## config.mk

```make
export PLATFORM = sky130hd
export DESIGN_NAME = issue_stage
export DESIGN_NICKNAME = d
export VERILOG_FILES = /design/src/rtl/uop_pkg.sv /design/src/rtl/hazard_pkg.sv /design/src/rtl/instr_queue.sv /design/src/rtl/pending_dest_tracker.sv /design/src/rtl/dual_dispatcher.sv /design/src/rtl/issue_regs.sv /design/src/rtl/issue_stage.sv
export VERILOG_INCLUDE_DIRS = /design/src /design/src/include
export SDC_FILE = /design/constraint.sdc
export NUM_CORES = 2
export LEC_CHECK = 0
export BUFFER_PORTS_ARGS = -buffer_cell sky130_fd_sc_hd__buf_2
export CAP_MARGIN = 10
export CORE_MARGIN = 4
export CORE_UTILIZATION = 40
export DETAILED_ROUTE_END_ITERATION = 16
export GPL_TIMING_DRIVEN = 0
export SLEW_MARGIN = 20
export SYNTH_ARGS = -nofsm -noshare
export SYNTH_HDL_FRONTEND = slang
export SYNTH_HIERARCHICAL = 1
export SYNTH_SLANG_ARGS = --single-unit
export TNS_END_PERCENT = 1
```

## constraint.sdc

```tcl
create_clock -name clk -period 17.3 [get_ports clk]
set_clock_uncertainty 0.15 [all_clocks]
set_input_delay 1.73 -clock clk [delete_from_list [all_inputs] [get_ports clk]]
set_output_delay 1.73 -clock clk [all_outputs]
set_load 0.005 [all_outputs]
```

## src/include/issue_cfg.svh

```systemverilog
`ifndef ISSUE_CFG_SVH
`define ISSUE_CFG_SVH

// instruction queue entries, must be a power of two
`define ISSUE_IQ_DEPTH 8

// architectural register index
`define ISSUE_REG_W 5

// pc, ir, imm and control words
`define ISSUE_WORD_W 32

// exception argument carried along with the slot
`define ISSUE_EXCP_W 16

`endif

```

## src/rtl/uop_pkg.sv

```systemverilog
`include "issue_cfg.svh"

package uop_pkg;

    // low four bits of the control word
    typedef enum logic [3:0] {
        op_alu         = 4'd0,
        op_br          = 4'd1,
        op_div         = 4'd2,
        op_priv        = 4'd3,
        op_mul         = 4'd4,
        op_dcache      = 4'd5,
        op_priv_dcache = 4'd6,
        op_rdcnt       = 4'd7,
        op_alu_br      = 4'd8,
        op_bl          = 4'd9
    } op_type_e;

    // one decoded instruction as it sits in the queue
    typedef struct packed {
        logic [`ISSUE_WORD_W-1:0] pc;
        logic [`ISSUE_WORD_W-1:0] ir;
        logic [`ISSUE_WORD_W-1:0] imm;
        logic [`ISSUE_WORD_W-1:0] control;
        logic [`ISSUE_REG_W-1:0]  rk;
        logic [`ISSUE_REG_W-1:0]  rj;
        logic [`ISSUE_REG_W-1:0]  rd;
        logic [`ISSUE_EXCP_W-1:0] excp_arg;
    } issue_slot_t;

    function automatic op_type_e slot_op(issue_slot_t s);
        return op_type_e'(s.control[3:0]);
    endfunction

    // result arrives later than the next cycle
    function automatic logic is_long_lat(op_type_e op);
        return op inside {op_div, op_mul, op_dcache};
    endfunction

    // pipe 0 has no csr, counter or memory path
    function automatic logic pipe0_capable(op_type_e op);
        return op inside {op_alu, op_br, op_div, op_mul, op_alu_br, op_bl};
    endfunction

endpackage

```

## src/rtl/hazard_pkg.sv

```systemverilog
`include "issue_cfg.svh"

package hazard_pkg;

    // destination of a long-latency op issued last cycle
    typedef struct packed {
        logic                    long_lat;
        logic [`ISSUE_REG_W-1:0] rd;
    } pend_dest_t;

    typedef struct packed {
        logic       issue1;
        logic       issue0;
        logic [1:0] pop_cnt;
    } dispatch_t;

    // a branch also reads its rd field
    function automatic logic pend_hit(pend_dest_t p,
                                      logic [`ISSUE_REG_W-1:0] rk,
                                      logic [`ISSUE_REG_W-1:0] rj,
                                      logic [`ISSUE_REG_W-1:0] rd,
                                      logic is_br);
        return p.long_lat && (p.rd == rk || p.rd == rj || (is_br && p.rd == rd));
    endfunction

endpackage

```

## src/rtl/instr_queue.sv

```systemverilog
`timescale 1ns/10ps
`include "issue_cfg.svh"

module instr_queue (
    input  logic                 clk,
    input  logic                 rstn,
    input  logic                 flush,
    input  logic                 stall,
    input  logic                 push0,
    input  logic                 push1,
    input  uop_pkg::issue_slot_t slot_in0,
    input  uop_pkg::issue_slot_t slot_in1,
    input  logic [1:0]           pop_cnt,
    output uop_pkg::issue_slot_t head_old,
    output uop_pkg::issue_slot_t head_young,
    output logic                 have_old,
    output logic                 have_young,
    output logic                 room
);
    import uop_pkg::*;

    localparam int DEPTH = `ISSUE_IQ_DEPTH;
    localparam int PTR_W = $clog2(DEPTH);
    localparam int CNT_W = PTR_W + 1;

    issue_slot_t      mem [DEPTH];
    logic [PTR_W-1:0] wr_ptr;
    logic [PTR_W-1:0] rd_ptr;
    logic [CNT_W-1:0] count;
    logic [CNT_W-1:0] push_n;
    logic [CNT_W-1:0] pop_n;

    assign push_n = CNT_W'(push0) + CNT_W'(push1);
    // nothing leaves the queue while the stage is stalled
    assign pop_n  = stall ? '0 : CNT_W'(pop_cnt);

    // slot_in1 always lands right behind slot_in0
    always_ff @(posedge clk) begin
        if (!flush) begin
            if (push0) begin
                mem[wr_ptr] <= slot_in0;
            end
            if (push1) begin
                mem[wr_ptr + PTR_W'(1)] <= slot_in1;
            end
        end
    end

    always_ff @(posedge clk or negedge rstn) begin
        if (!rstn) begin
            wr_ptr <= '0;
            rd_ptr <= '0;
            count  <= '0;
        end else if (flush) begin
            wr_ptr <= '0;
            rd_ptr <= '0;
            count  <= '0;
        end else begin
            wr_ptr <= wr_ptr + push_n[PTR_W-1:0];
            rd_ptr <= rd_ptr + pop_n[PTR_W-1:0];
            count  <= count + push_n - pop_n;
        end
    end

    // two oldest entries, pointer wraps on its own
    assign head_old   = mem[rd_ptr];
    assign head_young = mem[rd_ptr + PTR_W'(1)];

    assign have_old   = (count != '0);
    assign have_young = (count >= CNT_W'(2));
    // room for a full pair
    assign room       = (count <= CNT_W'(DEPTH - 2));

    // upstream must respect the room level
    a_push_needs_room: assert property (
        @(posedge clk) disable iff (!rstn)
        (push0 || push1) |-> room
    );

    // dispatcher never pops entries that are not there
    a_pop_within_count: assert property (
        @(posedge clk) disable iff (!rstn)
        !stall |-> (CNT_W'(pop_cnt) <= count)
    );

endmodule

```

## src/rtl/pending_dest_tracker.sv

```systemverilog
`timescale 1ns/10ps

module pending_dest_tracker (
    input  logic                   clk,
    input  logic                   rstn,
    input  logic                   flush,
    input  logic                   stall,
    input  logic                   issue1,
    input  logic                   issue0,
    input  uop_pkg::issue_slot_t   slot1,
    input  uop_pkg::issue_slot_t   slot0,
    output hazard_pkg::pend_dest_t pend1,
    output hazard_pkg::pend_dest_t pend0
);
    import uop_pkg::*;
    import hazard_pkg::*;

    // only a slot that really issued can leave a pending write
    function automatic pend_dest_t capture(logic issued, issue_slot_t s);
        pend_dest_t p;
        p.long_lat = issued && is_long_lat(slot_op(s));
        p.rd       = issued ? s.rd : '0;
        return p;
    endfunction

    always_ff @(posedge clk or negedge rstn) begin
        if (!rstn) begin
            pend1 <= '0;
            pend0 <= '0;
        end else if (flush) begin
            pend1 <= '0;
            pend0 <= '0;
        end else if (!stall) begin
            // lives exactly one cycle unless the stage stalls
            pend1 <= capture(issue1, slot1);
            pend0 <= capture(issue0, slot0);
        end
    end

endmodule

```

## src/rtl/dual_dispatcher.sv

```systemverilog
`timescale 1ns/10ps

module dual_dispatcher (
    input  logic                   clk,
    input  logic                   rstn,
    input  uop_pkg::issue_slot_t   head_old,
    input  uop_pkg::issue_slot_t   head_young,
    input  logic                   have_old,
    input  logic                   have_young,
    input  hazard_pkg::pend_dest_t pend1,
    input  hazard_pkg::pend_dest_t pend0,
    output hazard_pkg::dispatch_t  decision
);
    import uop_pkg::*;
    import hazard_pkg::*;

    op_type_e op_old;
    op_type_e op_young;
    logic     old_blocked;
    logic     young_blocked;
    logic     pair_dep;
    logic     young_ok;
    logic     issue1;
    logic     issue0;

    assign op_old   = slot_op(head_old);
    assign op_young = slot_op(head_young);

    // waiting on a mul, div or dcache result from either pipe
    assign old_blocked =
        pend_hit(pend1, head_old.rk, head_old.rj, head_old.rd, op_old == op_br) ||
        pend_hit(pend0, head_old.rk, head_old.rj, head_old.rd, op_old == op_br);

    assign young_blocked =
        pend_hit(pend1, head_young.rk, head_young.rj, head_young.rd, op_young == op_br) ||
        pend_hit(pend0, head_young.rk, head_young.rj, head_young.rd, op_young == op_br);

    // a branch never writes and r0 is never a real destination
    assign pair_dep = (head_old.rd != '0) && (op_old != op_br) &&
                      ((head_old.rd == head_young.rk) ||
                       (head_old.rd == head_young.rj) ||
                       ((head_old.rd == head_young.rd) && (op_young == op_br)));

    assign young_ok = have_young && !pair_dep && pipe0_capable(op_young) && !young_blocked;

    // older goes to pipe 1
    assign issue1 = have_old && !old_blocked;
    // dual issue needs a free older as well as a fitting younger
    assign issue0 = have_old && !old_blocked && young_ok;

    always_comb begin
        decision.issue1  = issue1;
        decision.issue0  = issue0;
        // a younger that goes always takes the older with it
        decision.pop_cnt = issue0 ? 2'd2 : {1'b0, issue1};
    end

    // the younger cannot overtake the older
    a_pipe0_after_pipe1: assert property (
        @(posedge clk) disable iff (!rstn)
        decision.issue0 |-> decision.issue1
    );

    // queue must drop exactly what reached the pipes
    a_pop_matches_issue: assert property (
        @(posedge clk) disable iff (!rstn)
        decision.pop_cnt == ({1'b0, decision.issue1} + {1'b0, decision.issue0})
    );

endmodule

```

## src/rtl/issue_regs.sv

```systemverilog
`timescale 1ns/10ps

module issue_regs (
    input  logic                  clk,
    input  logic                  rstn,
    input  logic                  flush,
    input  logic                  stall,
    input  hazard_pkg::dispatch_t decision,
    input  uop_pkg::issue_slot_t  slot_old,
    input  uop_pkg::issue_slot_t  slot_young,
    output logic                  pipe1_valid,
    output logic                  pipe0_valid,
    output uop_pkg::issue_slot_t  pipe1_slot,
    output uop_pkg::issue_slot_t  pipe0_slot
);
    import uop_pkg::*;

    // index 1 is pipe 1 (older), index 0 is pipe 0 (younger)
    logic [1:0]  issue_in;
    issue_slot_t slot_in [2];
    logic [1:0]  valid_q;
    issue_slot_t slot_q  [2];

    assign issue_in   = {decision.issue1, decision.issue0};
    assign slot_in[1] = slot_old;
    assign slot_in[0] = slot_young;

    for (genvar i = 0; i < 2; i++) begin : g_pipe
        always_ff @(posedge clk or negedge rstn) begin
            if (!rstn) begin
                valid_q[i] <= 1'b0;
            end else if (flush) begin
                valid_q[i] <= 1'b0;
            end else if (!stall) begin
                valid_q[i] <= issue_in[i];
            end
        end

        always_ff @(posedge clk) begin
            if (!stall && issue_in[i]) begin
                slot_q[i] <= slot_in[i];
            end
        end
    end

    assign pipe1_valid = valid_q[1];
    assign pipe0_valid = valid_q[0];

    // an empty pipe presents an all-zero slot
    assign pipe1_slot  = valid_q[1] ? slot_q[1] : '0;
    assign pipe0_slot  = valid_q[0] ? slot_q[0] : '0;

endmodule

```

## src/rtl/issue_stage.sv

```systemverilog
`timescale 1ns/10ps

module issue_stage (
    input  logic                 clk,
    input  logic                 rstn,
    input  logic                 flush,
    input  logic                 stall,
    input  logic                 push0,
    input  logic                 push1,
    input  uop_pkg::issue_slot_t slot_in0,
    input  uop_pkg::issue_slot_t slot_in1,
    output logic                 room,
    output logic                 pipe1_valid,
    output uop_pkg::issue_slot_t pipe1_slot,
    output logic                 pipe0_valid,
    output uop_pkg::issue_slot_t pipe0_slot
);
    import uop_pkg::*;
    import hazard_pkg::*;

    issue_slot_t head_old;
    issue_slot_t head_young;
    logic        have_old;
    logic        have_young;
    pend_dest_t  pend1;
    pend_dest_t  pend0;
    dispatch_t   decision;

    instr_queue u_instr_queue (
        .clk        (clk),
        .rstn       (rstn),
        .flush      (flush),
        .stall      (stall),
        .push0      (push0),
        .push1      (push1),
        .slot_in0   (slot_in0),
        .slot_in1   (slot_in1),
        .pop_cnt    (decision.pop_cnt),
        .head_old   (head_old),
        .head_young (head_young),
        .have_old   (have_old),
        .have_young (have_young),
        .room       (room)
    );

    // records what the pipes were handed at this edge
    pending_dest_tracker u_pending_dest_tracker (
        .clk    (clk),
        .rstn   (rstn),
        .flush  (flush),
        .stall  (stall),
        .issue1 (decision.issue1),
        .issue0 (decision.issue0),
        .slot1  (head_old),
        .slot0  (head_young),
        .pend1  (pend1),
        .pend0  (pend0)
    );

    dual_dispatcher u_dual_dispatcher (
        .clk        (clk),
        .rstn       (rstn),
        .head_old   (head_old),
        .head_young (head_young),
        .have_old   (have_old),
        .have_young (have_young),
        .pend1      (pend1),
        .pend0      (pend0),
        .decision   (decision)
    );

    issue_regs u_issue_regs (
        .clk         (clk),
        .rstn        (rstn),
        .flush       (flush),
        .stall       (stall),
        .decision    (decision),
        .slot_old    (head_old),
        .slot_young  (head_young),
        .pipe1_valid (pipe1_valid),
        .pipe0_valid (pipe0_valid),
        .pipe1_slot  (pipe1_slot),
        .pipe0_slot  (pipe0_slot)
    );

endmodule

```

# Word-level counts from Yosys, hierarchy flattened
# Memories as Yosys holds them, arrays and structs flattened.
# Cells that the tools add are included.
[op_classes] n_mux=27 add_sub_neg=7 n_reduce_logical=42 eq_ne=27 order_cmp=2
[ops] cell="$mux 159" count=2
[ops] cell="$eq 5x5->1" count=15
[ops] cell="$mux 6" count=4
[ops] cell="$logic_and 1x1->1" count=20
[ops] cell="$eq 4x3->1 const B" count=4
[ops] cell="$mux 1" count=14
[ops] cell="$logic_or 1x1->1" count=12
[ops] cell="$mux 5" count=2
[ops] cell="$eq 4x1->1 const B" count=2
[ops] cell="$eq 4x2->1 const B" count=2
[ops] cell="$eq 4x4->1 const B" count=2
[ops] cell="$add 3x1->3 const B" count=2
[ops] cell="$add 3x3->3" count=2
[ops] cell="$mux 3" count=2
[ops] cell="$reduce_bool 3->1" count=2
[ops] cell="$reduce_bool 6->1" count=1
[ops] cell="$reduce_bool 5->1" count=1
[ops] cell="$add 4x4->4" count=1
[ops] cell="$ge 4x2->1 const B" count=1
[ops] cell="$le 4x3->1 const B" count=1
[ops] cell="$logic_not 1->1" count=4
[ops] cell="$logic_not 4->1" count=1
[ops] cell="$mux 2" count=2
[ops] cell="$mux 4" count=1
[ops] cell="other kinds (5)" count=5
[word_totals] word_cells=116 n_memories=2 reg_bits=24 in_bits=324 ramBits=1590
[memory_table] name="u_instr_queue.mem" depth=8 word_bits=159 rd=2 rd_clocked_by_memory_dff=0 wr=2 line_no="instr_queue.sv:26" text="issue_slot_t mem [DEPTH];"
[memory_table] name="u_issue_regs.slot_q" depth=2 word_bits=159 rd=2 rd_clocked_by_memory_dff=0 wr=2 line_no="issue_regs.sv:22" text="issue_slot_t slot_q [2];"

# Longest topological paths before layout
# An unclocked memory read counts as a cell.
[depth] word_depth=15 ltp_mapped=22

# Modules after synthesis
# Netlist, hierarchy kept.
[modules_own_cells] module="instr_queue" area_per_inst_um2=73081.3 cells_each=3906 n_inst=1 seq_area_each_um2=38446.9
[modules_own_cells] module="issue_regs" area_per_inst_um2=11818.8 cells_each=678 n_inst=1 seq_area_each_um2=9599.2
[modules_own_cells] module="dual_dispatcher" area_per_inst_um2=1112.3 cells_each=141 n_inst=1 seq_area_each_um2=0.0
[modules_own_cells] module="pending_dest_tracker" area_per_inst_um2=544.3 cells_each=57 n_inst=1 seq_area_each_um2=300.3

# Least setup slack after synthesis
# Ideal clock, no wire load.
[synth_timing] kind="in2reg" startpoint="in flush" endpoint="mem u_instr_queue/mem[0][0] (netlist bit) (enable)" n_path_buf=0 setup_time_ps=911 slack_ps=2393 arrival_ps=13845 cell_stages=2 path_cell_list="or3b_2 o31ai_1"
[synth_lines] element="start: declaration" line_no="issue_stage.sv:6" text="input logic flush,"
[synth_lines] element="end: declaration" line_no="instr_queue.sv:26"

==> run_results.csv <==
group,metric,value,unit
sta,finalHoldWorstSlack,0.3832,ns
critical_path,cp_max_fo,10,
sta,final-setup-viol-count,0,
power,power.internal,9.725,mW
critical_path,slowest_stage,"clkbuf_1",
final_layout,area_growth,19.14,%
die,core_area,214800,sq um
job,maxCapViolCount,0,
die,rows,170,
worst_hold_path,hold_path_class,"flip-flop to flip-flop",
sta,worstMarginPinSlew,1.112,ns
sta,hold_viol,0,
clock_network,cts_hold_buf,0,
die,ioPinCount,645,
worst_hold_path,min-delay-start,"u_pending_dest_tracker/pend1[1]",
placement,gp_congestion,0.8173,
power,pwr-share-comb,36.5,%
final_layout,drive_above_1_share,61.08,%
logic_synthesis,syn-cell-area,86560,sq um
placement,port-buffer-count,644,
clock_network,cts_num_sinks,1614,
clock_network,cts_resized,0,
power,p_clk_share,27.6,%
clock_network,clock_latency,0.86,ns
critical_path,worstPathArrival,6.80,ns
sta,clock.fmax,160.7,MHz
clock_network,root_buffer,"clkbuf_16",
clock_network,path_clk_slew,0.06,ns
sta,period_minus_slack,6.224,ns
critical_path,crit_path_end_kind,"flip-flop",
logic_synthesis,synth_edf_count,1590,
power,p_sw,4.651,mW
drt,final_antenna_net_count,0,
clock_network,clock_path_buffers,3,
die,die_h,473.2,um
die,dieArea,223900,sq um
critical_path,worst_ep_required_time,17.87,ns
logic_synthesis,ys_types,44,
global_routing,grt_pass1_vias,53276,
clock_network,cts.htree.levels,4,
critical_path,worst-path-buf-inv,6,
power,ir_drop,0.1012,mV
critical_path,cp_top_family,"buffers and inverters",
power,sw_frac_of_total,32.35,%
global_routing,grt_usage,26.53,%
drt,routed_wl,301500,um
logic_synthesis,ys_async_sr_fraction,1.487,%
global_routing,grt_pass1_wl,419400,um
sta,setup-tns-final,0,ns
sta,setup_ws,11.08,ns
critical_path,path_class,"flip-flop to flip-flop",
placement,place_ws,11.02,ns
final_layout,nFillCells,18192,
critical_path,worstReg2RegStart,"u_instr_queue/rd_ptr[0]",
power,seqPwrFrac,35.9,%
logic_synthesis,synth-main-ff-cell,"edfxtp_1",
logic_synthesis,avgSynthCellArea,18.10,sq um
clock_network,cts_made_buffers,185,
logic_synthesis,yosysWarnings,6,
global_routing,antenna_found_initial,154,
drt,vias_per_cell,5.939,
global_routing,grt_remaining_overflow,0,
logic_synthesis,synthCells,4782,
drt,detail_route.wl_per_cell,34.18,um
placement,dp.final_hpwl,207000,um
logic_synthesis,synthesis.nets,5122,
global_routing,grt_max_degree,25,
power,power_leakage,35.14,nW
die,initial_utilization,40.29,%
drt,num_vias,52384,
power,totalPowerFinal,14.38,mW
power,power.density,139.4,nW/um^2
sta,rsz0062_at_grt,"no",
logic_synthesis,ys_ff_latch,1614,
critical_path,cpPeakStageDelay,0.69,ns
clock_network,cts_setup_buffers,0,
sta,period_share,35.97,%
sta,slew_headroom,25.89,%
logic_synthesis,synth-seq-area-share,55.86,%
final_layout,nNetsFinal,6102,
sta,drv_slew,0,
drt,drt-initial-drc-count,5364,
status,outcome,"complete, no violations",
drt,drc,0,
critical_path,worst_setup_path_start_kind,"flip-flop",
critical_path,crit_chain,"ha_1 -> clkbuf_2 -> buf_16 -> clkbuf_1 -> mux4_2 -> mux2_2 -> nor4b_4 -> nand4_1 -> nor3_2 -> o31ai_1 -> nand4b_1 -> nor2_1 -> buf_4 -> nand2b_1 -> inv_1 -> fa_1 -> inv_1 -> ha_1 -> a21o_1 -> a21oi_1 -> mux2_2",
clock_network,cts_tree,"yes",
critical_path,worstSetupStartpoint,"u_instr_queue/rd_ptr[0]",
drt,drt_first_pass_iters,5,
die,die_w,473.2,um
area by class of cell:
| cell class | count | area (sq um) | area share (%) |
|---|---|---|---|
| Clock inverter | 102 | 1169 | 1.133 |
| Sequential cell | 1614 | 48350 | 46.88 |
| Timing Repair Buffer | 793 | 6626 | 6.426 |
| Buffer | 370 | 2137 | 2.072 |
| Multi-Input combinational cell | 2783 | 36150 | 35.06 |
| Clock buffer | 232 | 4900 | 4.751 |
| Antenna cell | 74 | 185.2 | 0.1796 |
| Tap cell | 2838 | 3551 | 3.443 |
| Inverter | 15 | 56.30 | 0.05460 |
synth_stat cells (2+ instances only):
| cell type | number | area (sq um) |
|---|---|---|
| a21oi_1 | 14 | 70.07 |
| and2_1 | 318 | 1989 |
| and4bb_2 | 2 | 25.02 |
| buf_1 | 11 | 41.29 |
| buf_2 | 197 | 986.0 |
| buf_4 | 28 | 210.2 |
| buf_6 | 48 | 540.5 |
| clkbuf_1 | 68 | 255.2 |
| clkbuf_2 | 18 | 90.09 |
| dfrtp_1 | 24 | 600.6 |
| edfxtp_1 | 1590 | 47750 |
| fa_1 | 4 | 80.08 |
| ha_1 | 12 | 150.1 |
| inv_1 | 15 | 56.30 |
| mux2_2 | 1591 | 17920 |
| mux2i_1 | 2 | 20.02 |
| mux4_2 | 636 | 14320 |
| nand2_1 | 20 | 75.07 |
| nand2_2 | 3 | 18.77 |
| nand2b_1 | 3 | 18.77 |
| nand3_1 | 11 | 55.05 |
| nand3b_1 | 11 | 82.58 |
| nand4_1 | 5 | 31.28 |
| nand4b_1 | 2 | 17.52 |
| nor2_1 | 14 | 52.55 |
| nor2_2 | 2 | 12.51 |
| nor2b_1 | 11 | 68.82 |
| nor3_1 | 13 | 65.06 |
| nor3_2 | 3 | 30.03 |
| nor3b_1 | 2 | 15.01 |
| nor4b_2 | 2 | 30.03 |
| o211ai_1 | 2 | 15.01 |
| o21ai_0 | 5 | 25.02 |
| o22ai_1 | 2 | 12.51 |
| o31ai_1 | 7 | 52.55 |
| xnor2_1 | 46 | 402.9 |
| xor2_1 | 33 | 289.0 |
worst paths after layout:
| path | to | slack, ns | cells after the start |
|---|---|---|---|
| max | u_instr_queue/count[3] | 11.08 | 21 |
| max reg2reg | u_instr_queue/count[3] | 11.08 | 21 |
| min | u_pending_dest_tracker/pend1[1] | 0.38 | 2 |
| min in group asynchronous | u_issue_regs/pipe0_valid | 0.78 | 1 |
| min reg2reg | u_pending_dest_tracker/pend1[1] | 0.38 | 2 |
| max in group asynchronous | u_issue_regs/pipe1_valid | 15.71 | 1 |
worst register-to-register path, cell delays in order, from the launching register on:
cell	delay [ns]
dfrtp_1	0.39
ha_1	0.35
clkbuf_2	0.41
buf_16	0.22
clkbuf_1	0.70
mux4_2	0.43
mux2_2	0.37
nor4b_4	0.42
nand4_1	0.16
nor3_2	0.17
o31ai_1	0.11
nand4b_1	0.15
nor2_1	0.08
buf_4	0.13
nand2b_1	0.24
inv_1	0.11
fa_1	0.51
inv_1	0.06
ha_1	0.27
a21o_1	0.15
a21oi_1	0.18
mux2_2	0.35
placed cells by master (no fill, tap or decap), types with 4 or more instances in the layout:
cell type	netlist	final
o31ai_1	7	5
nor3_1	13	13
ha_1	12	12
xor2_1	33	32
buf_8	0	13
a21oi_1	14	14
nor2b_1	11	9
buf_2	197	841
clkbuf_16	0	188
edfxtp_1	1590	1590
nand2_1	20	20
inv_1	15	15
nand4_1	5	5
dfrtp_1	24	23
and2_1	318	318
buf_4	28	28
nand3_1	11	11
clkinv_2	0	31
fa_1	4	4
xnor2_1	46	46
clkbuf_1	68	98
buf_16	0	95
clkbuf_2	18	29
o21ai_4	0	4
diode_2	0	74
buf_6	48	74
bufinv_16	0	18
buf_1	11	11
buf_12	0	15
clkinv_1	0	34
inv_6	0	4
mux2_2	1591	1591
mux4_2	636	636
nor2_1	14	14
clkinv_16	0	7
nand3b_1	11	11
layer usage:
layer	part of all wire [%]	up-vias	track usage, %
li1	-	21680	-
met1	41	27709	35.81
met2	47	2399	41.99
met3	8.4	518	6.020
met4	3.6	78	9.984
met5	0.16	-	0
per-stage QoR:
step	area, sq um	utilization, %	cells
global placement	93330	43.44	8264
floorplan	86560	-	4782
finish	103100	48.00	8821
CTS	102900	47.92	8747
global route	103000	47.96	8780
detailed placement	96870	45.09	8413
power by group through the flow:
stage	registers [mW]	logic, mW	clock network, mW
floorplan	5.29	3.25	0
global placement	5.60	5.00	0
detailed placement	5.23	5.28	0
CTS	5.16	5.31	4.05
global route	5.19	5.54	4.22
finish	5.16	5.25	3.96
kinds of logic (layout without fill, tap and decap cells):
group	Yosys count	count (layout)	share of synthesized area [%]
mux	2229	2229	37.27
flops	1614	1614	55.86
simple gates	424	424	3.027
buf+inv	385	1512	2.518
xor+xnor	81	81	0.8370
compound gates	33	33	0.2269
fa+ha+maj	16	16	0.2660
other cells	0	74	0
flip-flops by register name (all words and copies together) (netlist names):
name,cells
u_pending_dest_tracker/pend1,6
u_issue_regs/pipe1_valid,1
u_issue_regs/slot_q,318
u_instr_queue/mem,1272
u_instr_queue/count,4
u_instr_queue/rd_ptr,3
u_pending_dest_tracker/pend0,6
u_issue_regs/pipe0_valid,1
u_instr_queue/wr_ptr,3
No activity file was read; power rests on OpenSTA's default activity.
